### config.mk
export PLATFORM = sky130hd
export DESIGN_NAME = mem_request_stage
export DESIGN_NICKNAME = d
export VERILOG_FILES = /design/src/common/mem_pkg.sv /design/src/design/mem_request_stage.sv
export SDC_FILE = /design/constraint.sdc
export NUM_CORES = 1
export LEC_CHECK = 0
export ABC_AREA = 1
export BUFFER_PORTS_ARGS = -buffer_cell sky130_fd_sc_hd__clkbuf_2
export CORE_MARGIN = 10
export CORE_UTILIZATION = 38
export DETAILED_ROUTE_END_ITERATION = 8
export GPL_TIMING_DRIVEN = 0
export MAX_ROUTING_LAYER = met4
export PLACE_DENSITY_LB_ADDON = 0.08
export SYNTH_ARGS = -nofsm -noshare
export SYNTH_HDL_FRONTEND = slang
export SYNTH_SLANG_ARGS = --single-unit
### constraint.sdc
create_clock -name clock -period 1.9 [get_ports clock]
set_clock_uncertainty 0.15 [all_clocks]
set_input_delay 0.57 -clock clock [delete_from_list [all_inputs] [get_ports clock]]
set_output_delay 0.57 -clock clock [all_outputs]
set_load 0.01 [all_outputs]
### src/common/mem_pkg.sv
// Data-memory package with shared widths, word and address types, request structs
package mem_pkg;

    // ------------------------------
    // Widths and sizes
    // ------------------------------

    // Data word
    localparam int WORD_WIDTH = 32;

    // Word address, covers RAM and the I/O window
    localparam int ADDR_WIDTH = 10;

    // I/O ports in the window
    localparam int IO_PORT_COUNT = 4;

    // Low address bits that pick a port after translation
    localparam int IO_PORT_ADDR_WIDTH = 2;

    // ------------------------------
    // Basic types
    // ------------------------------

    typedef logic [WORD_WIDTH-1:0] word_t;
    typedef logic [ADDR_WIDTH-1:0] addr_t;

    // One word per port, port 0 in the low word
    typedef word_t [IO_PORT_COUNT-1:0] io_words_t;

    // One strobe bit per port
    typedef logic [IO_PORT_COUNT-1:0] io_enables_t;

    // ------------------------------
    // Requests
    // ------------------------------

    // Raw request from the processor, one read and one write per cycle
    typedef struct packed {
        logic  read_enable;
        addr_t read_addr;
        logic  write_enable;
        addr_t write_addr;
        word_t write_data;
    } mem_req_t;

    // Registered request with I/O window flags
    typedef struct packed {
        logic  read_enable;
        addr_t read_addr;
        logic  read_is_io;
        logic  write_enable;
        addr_t write_addr;
        word_t write_data;
        logic  write_is_io;
    } mem_op_t;

endpackage

### src/design/mem_request_stage.sv
// Request stage that registers memory requests and flags I/O-window addresses
module mem_request_stage #(
    parameter int io_port_base_addr = 1020
) (
    input  logic              clock,
    input  logic              rst_n,
    input  mem_pkg::mem_req_t req,
    output mem_pkg::mem_op_t  op
);

    // ------------------------------
    // I/O window decode
    // ------------------------------

    // True when an address falls in the I/O port words
    function automatic logic in_io_window(input mem_pkg::addr_t addr);
        return (int'(addr) >= io_port_base_addr) &&
               (int'(addr) < io_port_base_addr + mem_pkg::IO_PORT_COUNT);
    endfunction

    // ------------------------------
    // Request registers
    // ------------------------------

    // Enables, cleared by reset
    logic read_enable_q;
    logic write_enable_q;

    always_ff @(posedge clock or negedge rst_n) begin
        if (!rst_n) begin
            read_enable_q  <= 1'b0;
            write_enable_q <= 1'b0;
        end else begin
            read_enable_q  <= req.read_enable;
            write_enable_q <= req.write_enable;
        end
    end

    // Addresses, data and window flags
    mem_pkg::addr_t read_addr_q;
    mem_pkg::addr_t write_addr_q;
    mem_pkg::word_t write_data_q;
    logic           read_is_io_q;
    logic           write_is_io_q;

    always_ff @(posedge clock) begin
        read_addr_q   <= req.read_addr;
        write_addr_q  <= req.write_addr;
        write_data_q  <= req.write_data;
        read_is_io_q  <= in_io_window(req.read_addr);
        write_is_io_q <= in_io_window(req.write_addr);
    end

    // Flags arrive together with their addresses
    assign op = '{
        read_enable  : read_enable_q,
        read_addr    : read_addr_q,
        read_is_io   : read_is_io_q,
        write_enable : write_enable_q,
        write_addr   : write_addr_q,
        write_data   : write_data_q,
        write_is_io  : write_is_io_q
    };

endmodule

Word-level counts from Yosys, hierarchy flattened:

Cells that the tools add are included.

* bits in registers: 56
* bits in latches: 0
* memory bits (writable): 0
* bits in read-only memories: 0
* input bits: 56
* memories: 0

* $add $sub $neg: 0
* multipliers: 0
* div/mod/pow operators: 0
* $lt $le $gt $ge: 2
* equality and inequality tests: 0
* shift-type cells: 0
* muxes and demuxes: 0
* bitwise gates (word level): 0
* reduce and logical (&&, ||, !) cells: 0

Operators with widths (number)
* $ge A10 B10 Y1 const B: 2

Depth between registers and ports, before layout:

* depth after elaboration: 1
* mapped depth: 4
* gate-level depth less buffers: 4

Worst setup path after synthesis:

Ideal clock, no wire load.

* kind: register -> output
* from: reg write_enable_q
* to: out op[43] (netlist name)
* arrival: 467 ps
* required time: 1180 ps
* setup slack: 713 ps
* cell stages (with the launch flop): 2
* buffers on the path: 1
* cells stage by stage: dfrtp_1 -> buf_4

RTL lines
* start, declared: line mem_request_stage.sv:27 `logic write_enable_q;`
* start signal, assigned: line mem_request_stage.sv:35 `write_enable_q <= req.write_enable;`
* end, declared: line mem_request_stage.sv:8 `output mem_pkg::mem_op_t op`

No word-level cell between the ends.

Worst setup path in the final report:

* from: reg write_enable_q
* to: out op[43] (netlist name)

No word-level cell between the ends.

==> out/results.tsv <==
stage	metric	value	unit
pwr	pwr dens	1010	nW/um^2
clock_tree	TritonCTS Buffers	5	
critical_path	Req. time, crit path	1.18	ns
clock_tree	clock tree root buffer cell	clkbuf_4	
placed_design	DP Worst Slack	0.603	ns
detailed_routing	1st-pass router iterations	2	
placed_design	gpl congestion	0.667	
synth	Seq/Total Area, Yosys	90.9	%
global_route	largest net degree at the start of global routing	17	
sta	RSZ-0062 raised after global routing	no	
detailed_routing	via count	931	
pwr	Pleak	1.09	nW
floorplanning	die area	5960	sq um
final_layout	Final Cell Area	1930	sq um
synth	count of cell types in the netlist	6	
floorplanning	Rows	20	
global_route	GRT Total Usage	11.5	%
clock_tree	Clock Pin Slew Worst Setup and Hold Paths	0.14	ns
critical_path	CP Capture Type	primary output	
global_route	antenna violations before repair	0	
sta	Worst-Margin Slew	0.144	ns
floorplanning	I/O pins	112	
global_route	vias in the first global route	1040	
run	max_cap viols	0	
synth	synthesized area	1240	sq um
clock_tree	CTS max path bufs	2	
sta	Fin. Hold Viols	0	
final_layout	final net count	257	
synth	Syn Area/Cell	15.2	sq um
detailed_routing	Vias/cell	3.78	
critical_path	Crit Path Max Fanout	1	
floorplanning	Initial Util	40.1	%
critical_path	CP Launch Type	register	
min_path	worst min path class	input pin to register	
clock_tree	H-Tree Depth	2	
synth	cell count after synthesis	82	
placed_design	Post-DP Area	1850	sq um
final_layout	Syn-to-layout area delta	55.4	%
final_layout	ant diodes	0	
sta	final worst setup slack	0.193	ns
critical_path	Worst Setup SP	write_enable_q	
sta	Post-Route Setup TNS	0	ns
synth	flops & latches, synth	56	
sta	Slew HR	90.4	%
clock_tree	cts repair resizes	0	
detailed_routing	DRT antenna net count	0	
run_status	status	completed	
placed_design	dpl cells	237	
sta	Peak Freq	586	MHz
global_route	grt ovf	0	
detailed_routing	Routed wire per std cell	13.8	um
synth	Synthesized Nets	138	
sta	Max Transition Viols Final	0	
clock_tree	TritonCTS clock tree	done	
floorplanning	total core area	3100	sq um
final_layout	layout cells sized above 1	60.4	%
critical_path	CP endpoint	op[43]	
sta	setup violators final	0	
critical_path	WS Path Type	register to primary output	
pwr	worst vdd ir	0.000600	V
detailed_routing	Initial DRC Count	35	
placed_design	PortBufs	111	
detailed_routing	DRC	0	
synth	YS warnings	0	
placed_design	Post-DP HPWL	2990	um
final_layout	commonest cells after routing, fill and taps aside	clkbuf_2, dfxtp_1, nand2_1	
clock_tree	CTS Sinks	56	
final_layout	Layout Utilization	62.3	%
final_layout	most common cell after layout, fill and taps aside	clkbuf_2	
sta	clock period minus worst slack	1.71	ns
final_layout	Non-Filler Instances	246	
global_route	first-pass GRT wire length	5150	um
floorplanning	Die Wd	77.2	um
detailed_routing	Routed WL	3400	um
critical_path	crit path DAT	0.99	ns
sta	period utilization	89.8	%
floorplanning	Die Y-Extent	77.2	um
## registers in the layout (all words and copies together) (netlist names)
register and flops:
write_enable_q 1, read_addr_q 10, write_data_q 32, write_is_io_q 1
read_enable_q 1, read_is_io_q 1, write_addr_q 10
## worst min-delay path by stage
stage               startpoint  slack (ns)          endpoint  depth (start not counted)
floorplan                rst_n        0.12     read_enable_q                          0
global placement         rst_n        0.21    write_enable_q                          1
detailed placement       rst_n        0.21    write_enable_q                          1
CTS                    req[19]        0.13  write_data_q[19]                          1
global route           req[25]        0.12  write_data_q[25]                          1
finish                 req[20]        0.15  write_data_q[20]                          1
## per-layer routing
metal,global-route usage (%),share of wire [%],wire length (um)
met1,11.2,37,1270
met4,4.38,0.74,25
met5,-,0,0
met2,19.2,51,1740
met3,5.94,11,357
## cell families after synthesis
family,after synthesis,share of synthesized area [%]
flip-flops,56,90.9
AND/OR/NAND/NOR,14,4.23
buffers and inverters,12,4.83
## worst max-delay path, cell delays in order (launching register included)
cell and delay [ns]:
dfrtp_1 0.38, buf_4 0.12, clkbuf_2 0.12
## report_power, final
group	leakage (nW)	internal [W]	switching, W
Combinational	0.571	0.0000855	0.0000792
Sequential	0.478	0.00124	0.0000147
Clock	0.0386	0.000219	0.000315
Total	1.09	0.00154	0.000409
## area by class of cell
cell class              instances  area [sq um]
clock buffers                   8          68.8
fillers                       295          1170
repair buffers                112           566
well taps                      44          55.1
inverters                       8          30.0
multi-input cells              14          52.6
flip-flops and latches         56          1130
plain buffers                   4          30.0
## metrics by stage
stage / power, W / hold slack (ns)
after floorplan: 0.00132 / 0.124
after global placement: 0.00144 / 0.205
after detailed placement: 0.00145 / 0.207
after CTS: 0.00198 / 0.134
after global routing: 0.00205 / 0.122
final: 0.00195 / 0.151
## synth_stat cells (all sizes together)
library cell,n,area (sq um)
buf,4,30.0
nor2,2,7.51
inv,8,30.0
dfxtp,54,1080
dfrtp,2,50.1
nand2,12,45.0
## repair_timing
item | CTS | global route
hold buffers | 1 | 0
endpoints found under the hold margin | 2 | 0
setup buffers | 0 | 0
Note: power is estimated with default switching activity, not from simulation.
